<file path="config.mk">
export PLATFORM = sky130hd
export DESIGN_NAME = uart
export DESIGN_NICKNAME = d
export VERILOG_FILES = /design/src/hw/uart_pkg.sv /design/src/hw/uart_reg_if.sv /design/src/hw/uart.sv /design/src/hw/uart_baudgen.sv /design/src/hw/uart_interrupts.sv /design/src/hw/uart_register.sv /design/src/hw/uart_rx.sv /design/src/hw/uart_tx.sv
export SDC_FILE = /design/constraint.sdc
export NUM_CORES = 1
export LEC_CHECK = 0
export BUFFER_PORTS_ARGS = -buffer_cell sky130_fd_sc_hd__buf_2
export CORE_MARGIN = 3
export CORE_UTILIZATION = 45
export DETAILED_ROUTE_END_ITERATION = 10
export PLACE_DENSITY = 0.67
export SLEW_MARGIN = 5
export SYNTH_ARGS = -nofsm -noshare
export SYNTH_HDL_FRONTEND = slang
export SYNTH_SLANG_ARGS = --single-unit
</file>
<file path="constraint.sdc">
create_clock -name clk_i -period 5.8 [get_ports clk_i]
set_clock_uncertainty 0.2 [all_clocks]
set_input_delay 0.29 -clock clk_i [delete_from_list [all_inputs] [get_ports clk_i]]
set_output_delay 0.29 -clock clk_i [all_outputs]
set_load 0.02 [all_outputs]
</file>
<file path="src/hw/uart_pkg.sv">
package uart_pkg;

  ////////////////////////////////////////////////////////////
  // Register map
  ////////////////////////////////////////////////////////////

  localparam logic [2:0] ADDR_RHR_THR = 3'd0;  // RHR on read, THR on write, DLL with DLAB
  localparam logic [2:0] ADDR_IER     = 3'd1;  // DLM with DLAB
  localparam logic [2:0] ADDR_ISR     = 3'd2;  // Read only
  localparam logic [2:0] ADDR_LCR     = 3'd3;
  localparam logic [2:0] ADDR_MCR     = 3'd4;  // Only loopback kept
  localparam logic [2:0] ADDR_LSR     = 3'd5;
  localparam logic [2:0] ADDR_SCR     = 3'd7;

  ////////////////////////////////////////////////////////////
  // Interrupt identities
  ////////////////////////////////////////////////////////////

  localparam logic [3:0] ISR_NONE        = 4'h1;  // Bit 0 set means nothing pending
  localparam logic [3:0] ISR_THR_EMPTY   = 4'h2;  // Lowest priority
  localparam logic [3:0] ISR_RX_DATA     = 4'h4;
  localparam logic [3:0] ISR_LINE_STATUS = 4'h6;  // Highest priority

  // Baud ticks per serial bit
  localparam int OVERSAMPLE = 16;

  // Frame phases, shared by RX and TX sequencers
  localparam logic [2:0] ST_IDLE   = 3'd0;
  localparam logic [2:0] ST_START  = 3'd1;
  localparam logic [2:0] ST_DATA   = 3'd2;
  localparam logic [2:0] ST_PARITY = 3'd3;
  localparam logic [2:0] ST_STOP   = 3'd4;

  ////////////////////////////////////////////////////////////
  // Line control register
  ////////////////////////////////////////////////////////////

  // Whole byte on the bus, fields in the datapath
  typedef union packed {
    logic [7:0] arr;
    struct packed {
      logic       dlab;      // Divisor latch access
      logic [1:0] rsvd;      // Stick parity and break, not implemented
      logic       par_even;  // 1 even, 0 odd
      logic       par_en;
      logic       stop2;     // Two stop bits
      logic [1:0] word_len;  // 0..3 for 5..8 data bits
    } strct;
  } lcr_t;

endpackage

</file>
<file path="src/hw/uart_reg_if.sv">
interface uart_reg_if;
  import uart_pkg::*;

  // Config and strobes, from the register block
  lcr_t        lcr;
  logic [15:0] divisor;   // {DLM, DLL}
  logic [2:0]  ier;       // [2] line status, [1] THR empty, [0] RX data
  logic [7:0]  thr_data;
  logic        thr_wr;
  logic        rhr_rd;
  logic        lsr_rd;

  // Receiver status
  logic [7:0]  rx_data;
  logic        data_ready;
  logic        overrun;
  logic        par_err;
  logic        frame_err;

  // Transmitter status
  logic        thr_empty;
  logic        tx_empty;

  logic [3:0]  isr_id;    // Registered in the interrupt block

  modport regs (output lcr, divisor, ier, thr_data, thr_wr, rhr_rd, lsr_rd,
                input  rx_data, data_ready, overrun, par_err, frame_err,
                input  thr_empty, tx_empty, isr_id);
  modport rx   (input  lcr, rhr_rd, lsr_rd,
                output rx_data, data_ready, overrun, par_err, frame_err);
  modport tx   (input  lcr, thr_data, thr_wr, output thr_empty, tx_empty);
  modport irq  (input  ier, data_ready, overrun, par_err, frame_err, thr_empty,
                output isr_id);

endinterface

</file>
<file path="src/hw/uart.sv">
module uart (
  input  logic       clk_i,
  input  logic       reset_i,
  // Bus, OBI style req/gnt/rvalid
  input  logic       req_i,
  input  logic       we_i,
  input  logic [2:0] addr_i,
  input  logic [7:0] wdata_i,
  output logic       gnt_o,
  output logic       rvalid_o,
  output logic [7:0] rdata_o,
  // Serial lines
  input  logic       rxd_i,
  output logic       txd_o,
  output logic       irq_o
);

  logic baud_tick;  // 16x oversample
  logic txd;        // Transmitter output before loopback
  logic rxd;        // Receiver input after loopback
  logic loopback;

  uart_reg_if reg_if ();

  ////////////////////////////////////////////////////////////
  // Registers and baud rate
  ////////////////////////////////////////////////////////////

  uart_register i_uart_register (
    .clk_i,
    .reset_i,
    .req_i,
    .we_i,
    .addr_i,
    .wdata_i,
    .gnt_o,
    .rvalid_o,
    .rdata_o,
    .loopback_o (loopback),
    .regs_if    (reg_if.regs)
  );

  uart_baudgen i_uart_baudgen (
    .clk_i,
    .reset_i,
    .divisor_i (reg_if.divisor),
    .tick_o    (baud_tick)
  );

  // Loopback, TX turned back into RX, pin held idle
  assign txd_o = loopback ? 1'b1 : txd;
  assign rxd   = loopback ? txd  : rxd_i;

  ////////////////////////////////////////////////////////////
  // Serial blocks and interrupts
  ////////////////////////////////////////////////////////////

  uart_rx i_uart_rx (
    .clk_i,
    .reset_i,
    .tick_i (baud_tick),
    .rxd_i  (rxd),
    .rx_if  (reg_if.rx)
  );

  uart_tx i_uart_tx (
    .clk_i,
    .reset_i,
    .tick_i (baud_tick),
    .txd_o  (txd),
    .tx_if  (reg_if.tx)
  );

  uart_interrupts i_uart_interrupts (
    .clk_i,
    .reset_i,
    .irq_o,
    .irq_if (reg_if.irq)
  );

endmodule

</file>
<file path="src/hw/uart_baudgen.sv">
module uart_baudgen (
  input  logic        clk_i,
  input  logic        reset_i,
  input  logic [15:0] divisor_i,
  output logic        tick_o
);

  logic [15:0] cnt;  // Counts down to zero, then reloads

  ////////////////////////////////////////////////////////////
  // 16x oversample tick
  ////////////////////////////////////////////////////////////

  // One pulse every divisor+1 clocks
  always_ff @(posedge clk_i) begin
    if (reset_i) begin
      cnt    <= '0;
      tick_o <= 1'b0;
    end else if (divisor_i == '0) begin
      cnt    <= '0;     // Generator stopped
      tick_o <= 1'b0;
    end else if (cnt == '0) begin
      cnt    <= divisor_i;  // Reload
      tick_o <= 1'b1;
    end else begin
      cnt    <= cnt - 16'd1;
      tick_o <= 1'b0;
    end
  end

  // A new divisor is picked up at the next reload
  // Tick is registered, so RX and TX see a clean single-cycle pulse

endmodule

</file>
<file path="src/hw/uart_interrupts.sv">
module uart_interrupts (
  input  logic    clk_i,
  input  logic    reset_i,
  output logic    irq_o,
  uart_reg_if.irq irq_if
);
  import uart_pkg::*;

  logic       ls_pend;   // Line status error
  logic       rx_pend;   // Received data available
  logic       thr_pend;  // THR empty
  logic [3:0] id_next;

  // Causes masked by IER
  assign ls_pend  = irq_if.ier[2] & (irq_if.overrun | irq_if.par_err | irq_if.frame_err);
  assign rx_pend  = irq_if.ier[0] & irq_if.data_ready;
  assign thr_pend = irq_if.ier[1] & irq_if.thr_empty;

  // Highest priority first
  always_comb begin
    if (ls_pend) id_next = ISR_LINE_STATUS;
    else if (rx_pend) id_next = ISR_RX_DATA;
    else if (thr_pend) id_next = ISR_THR_EMPTY;
    else id_next = ISR_NONE;
  end

  // One cycle behind the flags
  always_ff @(posedge clk_i) begin
    if (reset_i) begin
      irq_if.isr_id <= ISR_NONE;
      irq_o         <= 1'b0;
    end else begin
      irq_if.isr_id <= id_next;
      irq_o         <= (id_next != ISR_NONE);
    end
  end

endmodule

</file>
<file path="src/hw/uart_register.sv">
module uart_register (
  input  logic       clk_i,
  input  logic       reset_i,
  input  logic       req_i,
  input  logic       we_i,
  input  logic [2:0] addr_i,
  input  logic [7:0] wdata_i,
  output logic       gnt_o,
  output logic       rvalid_o,
  output logic [7:0] rdata_o,
  output logic       loopback_o,
  uart_reg_if.regs   regs_if
);
  import uart_pkg::*;

  logic [7:0] dll_q;     // Divisor low
  logic [7:0] dlm_q;     // Divisor high
  logic [7:0] scr_q;
  logic [2:0] ier_q;
  lcr_t       lcr_q;
  logic       loop_q;    // MCR bit 4
  logic [7:0] lsr;
  logic [7:0] rd_data;
  logic       wr_en;
  logic       rd_en;
  logic       dlab;

  ////////////////////////////////////////////////////////////
  // Bus handshake and strobes
  ////////////////////////////////////////////////////////////

  assign gnt_o = req_i;  // Always ready, grant in the same cycle
  assign wr_en = req_i & we_i;
  assign rd_en = req_i & ~we_i;
  assign dlab  = lcr_q.strct.dlab;

  // One-cycle strobes, act at the grant edge
  assign regs_if.thr_wr   = wr_en && (addr_i == ADDR_RHR_THR) && !dlab;
  assign regs_if.thr_data = wdata_i;
  assign regs_if.rhr_rd   = rd_en && (addr_i == ADDR_RHR_THR) && !dlab;
  assign regs_if.lsr_rd   = rd_en && (addr_i == ADDR_LSR);

  assign regs_if.lcr     = lcr_q;
  assign regs_if.divisor = {dlm_q, dll_q};
  assign regs_if.ier     = ier_q;
  assign loopback_o      = loop_q;

  // Control registers
  always_ff @(posedge clk_i) begin
    if (reset_i) begin
      dll_q   <= '0;  // Zero divisor keeps the baud tick off
      dlm_q   <= '0;
      ier_q   <= '0;
      lcr_q   <= '0;
      loop_q  <= 1'b0;
      scr_q   <= '0;
    end else if (wr_en) begin
      case (addr_i)
        ADDR_RHR_THR: begin
          if (dlab) dll_q <= wdata_i;  // THR itself lives in uart_tx
        end
        ADDR_IER: begin
          if (dlab) begin
            dlm_q <= wdata_i;
          end else begin
            ier_q <= wdata_i[2:0];
          end
        end
        ADDR_LCR: lcr_q.arr <= wdata_i;
        ADDR_MCR: loop_q    <= wdata_i[4];
        ADDR_SCR: scr_q     <= wdata_i;
        default: ;  // ISR and LSR are read only
      endcase
    end
  end

  ////////////////////////////////////////////////////////////
  // Read path
  ////////////////////////////////////////////////////////////

  // Line status, bits 4 and 7 unused
  assign lsr = {1'b0, regs_if.tx_empty, regs_if.thr_empty, 1'b0,
                regs_if.frame_err, regs_if.par_err, regs_if.overrun, regs_if.data_ready};

  always_comb begin
    rd_data = '0;
    case (addr_i)
      ADDR_RHR_THR: rd_data = dlab ? dll_q : regs_if.rx_data;
      ADDR_IER:     rd_data = dlab ? dlm_q : {5'b0, ier_q};
      ADDR_ISR:     rd_data = {4'b0, regs_if.isr_id};
      ADDR_LCR:     rd_data = lcr_q.arr;
      ADDR_MCR:     rd_data = {3'b0, loop_q, 4'b0};
      ADDR_LSR:     rd_data = lsr;
      ADDR_SCR:     rd_data = scr_q;
      default:      rd_data = '0;
    endcase
  end

  // Response one cycle after grant, for reads and writes
  always_ff @(posedge clk_i) begin
    if (reset_i) begin
      rvalid_o <= 1'b0;
    end else begin
      rvalid_o <= req_i;
    end
  end

  // Sampled before the RHR/LSR strobes clear their flags
  always_ff @(posedge clk_i) begin
    if (rd_en) rdata_o <= rd_data;
  end

endmodule

</file>
<file path="src/hw/uart_rx.sv">
module uart_rx (
  input  logic   clk_i,
  input  logic   reset_i,
  input  logic   tick_i,
  input  logic   rxd_i,
  uart_reg_if.rx rx_if
);
  import uart_pkg::*;

  logic                          rxd_meta;
  logic                          rxd_s;     // Synchronized serial input
  logic [2:0]                    state;
  logic [$clog2(OVERSAMPLE)-1:0] tick_cnt;
  logic [2:0]                    bit_cnt;
  logic [7:0]                    shift;
  logic                          par_acc;   // XOR of data bits so far
  logic                          par_bad;
  logic                          last_bit;
  logic                          mid_start; // Half a bit into the start bit
  logic                          bit_mid;   // Centre of a data, parity or stop bit
  logic                          stop_done;

  assign last_bit  = (bit_cnt == ({1'b0, rx_if.lcr.strct.word_len} + 3'd4));
  assign mid_start = tick_i && (state == ST_START) && (tick_cnt == OVERSAMPLE / 2 - 1);
  assign bit_mid   = tick_i && (tick_cnt == OVERSAMPLE - 1);
  assign stop_done = bit_mid && (state == ST_STOP);

  // Two-flop synchronizer, idles high
  always_ff @(posedge clk_i) begin
    if (reset_i) begin
      rxd_meta <= 1'b1;
      rxd_s    <= 1'b1;
    end else begin
      rxd_meta <= rxd_i;
      rxd_s    <= rxd_meta;
    end
  end

  ////////////////////////////////////////////////////////////
  // Frame sequencer
  ////////////////////////////////////////////////////////////

  always_ff @(posedge clk_i) begin
    if (reset_i) begin
      state    <= ST_IDLE;
      tick_cnt <= '0;
      bit_cnt  <= '0;
      par_acc  <= 1'b0;
      par_bad  <= 1'b0;
    end else if (tick_i) begin
      tick_cnt <= tick_cnt + 1'b1;
      case (state)
        ST_IDLE: begin
          tick_cnt <= '0;
          if (!rxd_s) state <= ST_START;  // Falling edge seen
        end
        ST_START: begin
          if (mid_start) begin
            tick_cnt <= '0;
            bit_cnt  <= '0;
            par_acc  <= 1'b0;
            par_bad  <= 1'b0;
            state    <= rxd_s ? ST_IDLE : ST_DATA;  // High again means glitch
          end
        end
        ST_DATA: begin
          if (bit_mid) begin
            bit_cnt <= bit_cnt + 3'd1;
            par_acc <= par_acc ^ rxd_s;
            if (last_bit) state <= rx_if.lcr.strct.par_en ? ST_PARITY : ST_STOP;
          end
        end
        ST_PARITY: begin
          if (bit_mid) begin
            // Expected bit is par_acc for even, inverted for odd
            par_bad <= rxd_s ^ par_acc ^ ~rx_if.lcr.strct.par_even;
            state   <= ST_STOP;
          end
        end
        ST_STOP: if (bit_mid) state <= ST_IDLE;  // Only the first stop bit is checked
        default: state <= ST_IDLE;
      endcase
    end
  end

  // Data payload, LSB first
  always_ff @(posedge clk_i) begin
    if (mid_start) shift <= '0;  // Unused upper bits read as zero
    else if (bit_mid && (state == ST_DATA)) shift[bit_cnt] <= rxd_s;
    if (stop_done) rx_if.rx_data <= shift;  // Overwritten on overrun
  end

  ////////////////////////////////////////////////////////////
  // Status flags
  ////////////////////////////////////////////////////////////

  always_ff @(posedge clk_i) begin
    if (reset_i) begin
      rx_if.data_ready <= 1'b0;
      rx_if.overrun    <= 1'b0;
      rx_if.par_err    <= 1'b0;
      rx_if.frame_err  <= 1'b0;
    end else begin
      if (rx_if.rhr_rd) rx_if.data_ready <= 1'b0;
      if (rx_if.lsr_rd) begin
        rx_if.overrun   <= 1'b0;
        rx_if.par_err   <= 1'b0;
        rx_if.frame_err <= 1'b0;
      end
      // New byte wins over a clear in the same cycle
      if (stop_done) begin
        rx_if.data_ready <= 1'b1;
        if (rx_if.data_ready && !rx_if.rhr_rd) rx_if.overrun <= 1'b1;
        if (par_bad) rx_if.par_err   <= 1'b1;
        if (!rxd_s)  rx_if.frame_err <= 1'b1;  // Stop bit sampled low
      end
    end
  end

endmodule

</file>
<file path="src/hw/uart_tx.sv">
module uart_tx (
  input  logic   clk_i,
  input  logic   reset_i,
  input  logic   tick_i,
  output logic   txd_o,
  uart_reg_if.tx tx_if
);
  import uart_pkg::*;

  logic [7:0]                    thr;       // Holding register
  logic [7:0]                    shift;
  logic [2:0]                    state;
  logic [2:0]                    bit_cnt;   // Data bits, then stop bits
  logic [$clog2(OVERSAMPLE)-1:0] tick_cnt;
  logic                          par_acc;
  logic                          bit_end;
  logic                          last_bit;
  logic                          load;

  assign bit_end  = tick_i && (tick_cnt == OVERSAMPLE - 1);
  assign last_bit = (bit_cnt == ({1'b0, tx_if.lcr.strct.word_len} + 3'd4));
  assign load     = tick_i && (state == ST_IDLE) && !tx_if.thr_empty;

  // Payload registers
  always_ff @(posedge clk_i) begin
    if (tx_if.thr_wr) thr <= tx_if.thr_data;
    if (load) shift <= thr;
    else if (bit_end && (state == ST_DATA)) shift <= {1'b0, shift[7:1]};
  end

  ////////////////////////////////////////////////////////////
  // Frame sequencer
  ////////////////////////////////////////////////////////////

  always_ff @(posedge clk_i) begin
    if (reset_i) begin
      state           <= ST_IDLE;
      tick_cnt        <= '0;
      bit_cnt         <= '0;
      par_acc         <= 1'b0;
      txd_o           <= 1'b1;  // Line idles high
      tx_if.thr_empty <= 1'b1;
      tx_if.tx_empty  <= 1'b1;
    end else begin
      if (tick_i) tick_cnt <= tick_cnt + 1'b1;
      case (state)
        ST_IDLE: begin
          tick_cnt <= '0;
          if (load) begin
            state           <= ST_START;
            txd_o           <= 1'b0;
            tx_if.thr_empty <= 1'b1;  // THR free for the next byte
            tx_if.tx_empty  <= 1'b0;
          end
        end
        ST_START: begin
          if (bit_end) begin
            state   <= ST_DATA;
            bit_cnt <= '0;
            txd_o   <= shift[0];
            par_acc <= shift[0];
          end
        end
        ST_DATA: begin
          if (bit_end && last_bit) begin
            bit_cnt <= '0;
            state   <= tx_if.lcr.strct.par_en ? ST_PARITY : ST_STOP;
            txd_o   <= tx_if.lcr.strct.par_en ? par_acc ^ ~tx_if.lcr.strct.par_even : 1'b1;
          end else if (bit_end) begin
            bit_cnt <= bit_cnt + 3'd1;
            txd_o   <= shift[1];  // Next bit, shift happens on this edge
            par_acc <= par_acc ^ shift[1];
          end
        end
        ST_PARITY: begin
          if (bit_end) begin
            state <= ST_STOP;
            txd_o <= 1'b1;
          end
        end
        ST_STOP: begin
          if (bit_end && tx_if.lcr.strct.stop2 && (bit_cnt == '0)) begin
            bit_cnt <= 3'd1;  // Second stop bit
          end else if (bit_end) begin
            state <= ST_IDLE;
            if (tx_if.thr_empty) tx_if.tx_empty <= 1'b1;
          end
        end
        default: state <= ST_IDLE;
      endcase
      if (tx_if.thr_wr) begin  // Write beats a load on the same edge
        tx_if.thr_empty <= 1'b0;
        tx_if.tx_empty  <= 1'b0;
      end
    end
  end

endmodule

</file>
Word level (Yosys, flattened, before mapping)
Index checks and enable logic that the tools add are counted.

storage, ports and cells
  logic and storage cells = 225
  flip-flop bits (word level) = 131

cells by class
  add/subtract/negate cells = 6
  magnitude comparators = 2
  reduce and logical (&&, ||, !) cells = 55
  muxes and demuxes = 74
  bitwise gates (word level) = 14
  equal/unequal tests = 40

operators by type and width
  cell                                                   count
  case mux 8 bit (7 select lines)                        1
  two-way mux 3 bit                                      18
  two-way mux 1 bit                                      33
  zero test 16 bit                                       2
  two-way mux 8 bit                                      4
  case mux 3 bit (5 select lines)                        2
  inequality test 2 x 1 -> 1 bit, second input constant  11
  logical AND 1 bit                                      19
  == test 3 x 2 -> 1 bit, second input constant          6
  two-way mux 16 bit                                     1
  AND reduction 4 bit                                    4
  subtractor 16 x 1 -> 16 bit, second input constant     1
  == test 3 bit, second input constant                   5
  nonzero test 2 bit                                     7
  zero test 3 bit                                        4
  two-way mux 4 bit                                      3
  inequality test 3 x 2 -> 1 bit, second input constant  4
  AND reduction 5 bit                                    2
  == test 3 x 1 -> 1 bit, second input constant          3
  case mux 3 bit (3 select lines)                        1
  AND reduction 3 bit                                    3
  adder 4 x 1 -> 4 bit, second input constant            2
  bitwise mux 8 bit                                      1
  == test 4 bit, second input constant                   2
  other kinds (26)                                       52

Logic depth before layout (Yosys ltp)
  word-level depth = 8
  mapped depth = 8

By module
From an unflattened synthesis, not the netlist that was laid out.

second synthesis, totals
  cells, all modules = 697
  area total of the unflattened synthesis = 6647.6 µm²

by module, submodules not included
  module           instances  cells each  seq. area each (µm²)  area each (µm²)
  uart_register    1          273         980.9                 2321.0
  uart_rx          1          165         760.7                 1619.1
  uart_tx          1          128         760.7                 1576.5
  uart_baudgen     1          113         340.3                 930.9
  uart_interrupts  1          16          80.1                  178.9
  uart             1          2           0.0                   21.3

Least setup slack after synthesis
No wires, ideal clock.

  kind = input to register
  from = input port addr_i[2]
  to = register i_uart_tx.thr[0] (enable)
  setup slack = 3394 ps
  data arrival time = 1818 ps
  buffers on the path = 2
  data required time = 5213 ps
  stages = 4
  cells stage by stage = buf_2 > or3_1 > clkbuf_1 > nor3_1

between the ends
  cells in the longest elaborated chain, start to end = 3

RTL lines
  what                                line                 text
  start: declaration                  uart.sv:7            input logic [2:0] addr_i,
  zero test 3 bit                     uart_register.sv:38  assign regs_if.thr_wr = wr_en && (addr_i == ADDR_RHR_THR) && !dlab;
  logical AND 1 bit (2 in a row)      uart_register.sv:38
  via i_uart_register.regs_if.thr_wr  uart_reg_if.sv:26    modport regs (output lcr, divisor, ier, thr_data, thr_wr, rhr_rd, lsr_rd,
  end signal: assignment              uart_tx.sv:26        if (tx_if.thr_wr) thr <= tx_if.thr_data;
  end: declaration                    uart_tx.sv:10        logic [7:0] thr;

The timed path passes the listed nets, and every way through them passes these cells.
A chain may end at the register's enable or synchronous reset.

Worst setup path in the final report
  from = register i_uart_baudgen.tick_o
  to = register i_uart_tx.shift[6] (enable)

between the ends
  cells in the longest elaborated chain, start to end = 3

RTL lines
  what                                         line                          text
  start: declaration                           uart_baudgen.sv:5             output logic tick_o
  start signal: assignment                     uart_baudgen.sv:18            tick_o <= 1'b0;
  start signal: assignment                     uart_baudgen.sv:21            tick_o <= 1'b0;
  start signal: assignment                     uart_baudgen.sv:24            tick_o <= 1'b1;
  logical AND 1 bit, on equally long branches  uart_tx.sv:20, uart_tx.sv:22
  logical AND 1 bit, on equally long branches  uart_tx.sv:28, uart_tx.sv:22
  nonzero test 2 bit (no line) *               n/a
  end signal: assignment                       uart_tx.sv:27                 if (load) shift <= thr;
  end signal: assignment                       uart_tx.sv:28                 else if (bit_end && (state == ST_DATA)) shift <= {1'b0, shift[7:1]};
  end: declaration                             uart_tx.sv:11                 logic [7:0] shift;

Every way passes the cells marked *; elsewhere a longest branch is shown, timed or not.

==> flow_summary_export.csv <==
group,metric,value,unit
outcome,status,"finished clean",
drt,drt_pass1_iterations,5,
hold_path,hold_path_depth,1,
worst_setup_path,end_kind,"flop",
cells_and_area,top_register,"i_uart_baudgen.cnt",
synth,synth_seq_cells,130,
worst_setup_path,path_buf_inv,0,
global_routing,grt-ovfl-total,0,
synth,synth_commonest_cells,"98 x dfxtp_1, 96 x nor2_1, 57 x mux2i_1",
worst_setup_path,startpoint_type,"flop",
worst_setup_path,cp_max_fo,22,
synth,synth_top_family_by_area,"simple AND/OR/NAND/NOR gates",
power_and_ir_drop,p_leak,2.46,nW
worst_setup_path,rr_startpoint,"i_uart_baudgen.tick_o",
worst_setup_path,crit_start,"i_uart_baudgen.tick_o",
floorplan,core_area,12800,um2
timing,rsz0062_at_grt,"false",
synth,synth_mux_area_share,11.8,%
floorplan,rows,41,
hold_path,hp-class,"in2reg",
synth,yosys.area_share.simple,19.3,%
floorplan,io_pins,28,
placed_design,dpl_cell_area,6200,um2
worst_setup_path,r2r_cells,2,
worst_setup_path,crit_slowest_cell,"o21ai_0",
global_routing,antenna_found_initial,0,
floorplan,die_h,121,um
floorplan,start_util,46.8,%
synth,netlist_area,6000,um2
clock_tree,clockBufferDepth,2,
synth,synthDistinctLibCells,63,
synth,synthXorXnorAreaFrac,3.65,%
synth,postSynth.asyncResetShare,0,%
worst_setup_path,worst-path-stages,2,
clock_tree,clk_pin_slew,0.06,ns
synth,yosysTopAreaCell,"dfxtp_1",
synth,syn_inst,602,
clock_tree,numCtsBuffers,17,
timing,finalSetupViolCount,0,
power_and_ir_drop,peakVddDrop,0.202,mV
drt,routedWlPerCell,16.7,um
timing,max_slew.worst_pin.slew,1.18,ns
synth,synth_edf_count,32,
cells_and_area,synthToLayoutAreaGrowth,14.9,%
worst_setup_path,endpoint,"i_uart_tx.shift[6]",
worst_setup_path,critPathTopFamily,"compound AO/OA/AOI/OAI gates",
power_and_ir_drop,power_density,306,nW/um2
drt,num_vias,4565,
placed_design,globalplace.congestion,0.924,
placed_design,numPortBuffers,27,
floorplan,dieWidth,121,um
drt,antenna_left,0,
run,maxCapViolCount,0,
global_routing,grt_pass1_vias,4262,
synth,yosysWarnings,0,
clock_tree,tritoncts,"yes",
cells_and_area,largest_reg_flops,16,
synth,synth_fa_ha_area_share,1.46,%
clock_tree,root_buffer,"clkbuf_16",
synth,synth_compound_area_share,11.5,%
power_and_ir_drop,power,2.11,mW
synth,synthTopCellsByArea,"dfxtp_1 33%, edfxtp_1 16%, mux2i_1 9.5%, nor2_1 6.0%, xnor2_1 2.5%",
worst_setup_path,slowest_delay,0.92,ns
worst_setup_path,reg2reg_slack,3.10,ns
worst_setup_path,r2r_end,"i_uart_tx.shift[6]",
timing,fmaxAchievable,0.371,GHz
worst_setup_path,worstPathArrival,2.53,ns
timing,final_max_slew_viol_count,0,
clock_tree,post_cts_buffers,0,
synth,synth_fp_nets,625,
timing,finalCritPeriodShare,46.5,%
global_routing,grt_pass1_wl,21900,um
clock_tree,htree_levels,4,
cells_and_area,layout-drive-gt1-share,14.4,%
cells_and_area,fin_nets,643,
synth,synthDominantCellAreaShare,32.7,%
cells_and_area,antennaDiodeCount,0,
drt,routed_wirelength,13400,um
synth,synth_seq_area_share,48.7,%
clock_tree,cts.sinks,130,
drt,drc,0,
timing,hold_viol,0,
placed_design,dp_hpwl,9380,um
synth,synth_top_flop_cell,"dfxtp_1",
worst_setup_path,worstSetupPathType,"reg2reg",
drt,viasPerCell,5.67,
synth,avgSynthCellArea,9.97,um2
global_routing,grt_use_total,19.1,%
timing,relSlewSlack,20.7,%
timing,finalCriticalPeriod,2.70,ns
drt,drtIter0Drc,349,
floorplan,dieArea,14800,um2
cells_and_area,design_area,6890,um2
clock_tree,clkLatencyLatePin,0.41,ns
worst_setup_path,cp_cell_sequence,"nand4_1, o21ai_0",
synth,synth.most_common_cell,"dfxtp_1",
global_routing,grt_max_degree,65,
timing,tns,0,ns
worst_setup_path,required,5.63,ns
[placed cells by master (no fill, tap or decap), drive strengths merged, types with 18 or more instances in the layout]
| cell | count |
|---|---|
| dfxtp | 98 |
| buf | 29 |
| mux2i | 57 |
| nor2 | 96 |
| nand2 | 32 |
| edfxtp | 32 |
| a21oi | 23 |
| clkbuf | 23 |
| a211oi | 18 |
[logic make-up after synthesis]
logic type / Yosys count
compound gates: 94
buf+inv: 50
xor+xnor: 25
mux: 69
simple gates: 227
fa+ha+maj: 7
flops: 130
[power by group]
group | leakage [nW] | internal [mW] | switching [mW]
Sequential | 1.07 | 0.935 | 0.00793
Combinational | 1.08 | 0.0216 | 0.0409
Clock | 0.308 | 0.733 | 0.368
[per-layer routing]
layer / share of wire [%] / global-route usage, %
met3: 5.3 / 5.03
met2: 46 / 29.5
met5: 0 / 0
met1: 46 / 25.2
met4: 2.4 / 8.40
[worst min path at each step]
stage	startpoint	end	slack, ns
2_1_floorplan	wdata_i[0]	i_uart_tx.thr[0]	0.19
3_3_place_gp	i_uart_rx.rxd_meta	i_uart_rx.rxd_s	0.21
3_5_place_dp	i_uart_rx.rxd_meta	i_uart_rx.rxd_s	0.21
4_1_cts	wdata_i[3]	i_uart_tx.thr[3]	0.006
5_1_grt	wdata_i[3]	i_uart_tx.thr[3]	0.007
6_report	wdata_i[0]	i_uart_tx.thr[0]	0.04
[layout make-up]
class | count | area, um2
timing repair buffer | 36 | 220
multi-input combinational | 422 | 2860
sequential | 130 | 2920
inverter | 13 | 48.8
tap | 172 | 215
fill | 1131 | 5930
clock buffer | 23 | 499
clock inverter | 9 | 126
[stage by stage]
stage | worst slack (ns) | util, % | instances | hold slack, ns
after floorplan | 3.39 | - | 602 | 0.189
after global placement | 3.19 | 48.3 | 766 | 0.205
after detailed placement | 3.05 | 48.3 | 766 | 0.214
after CTS | 3.08 | 53.7 | 805 | 0.00635
after global routing | 2.81 | 53.7 | 805 | 0.00722
final | 3.10 | 53.7 | 805 | 0.0358
[repair_timing]
action | CTS | global route
hold buffers | 7 | 0
gates resized for setup | 0 | 0
setup endpoints to repair | 0 | 0
endpoints found under the hold margin | 7 | 0
Power figures use the tool's default switching activity.
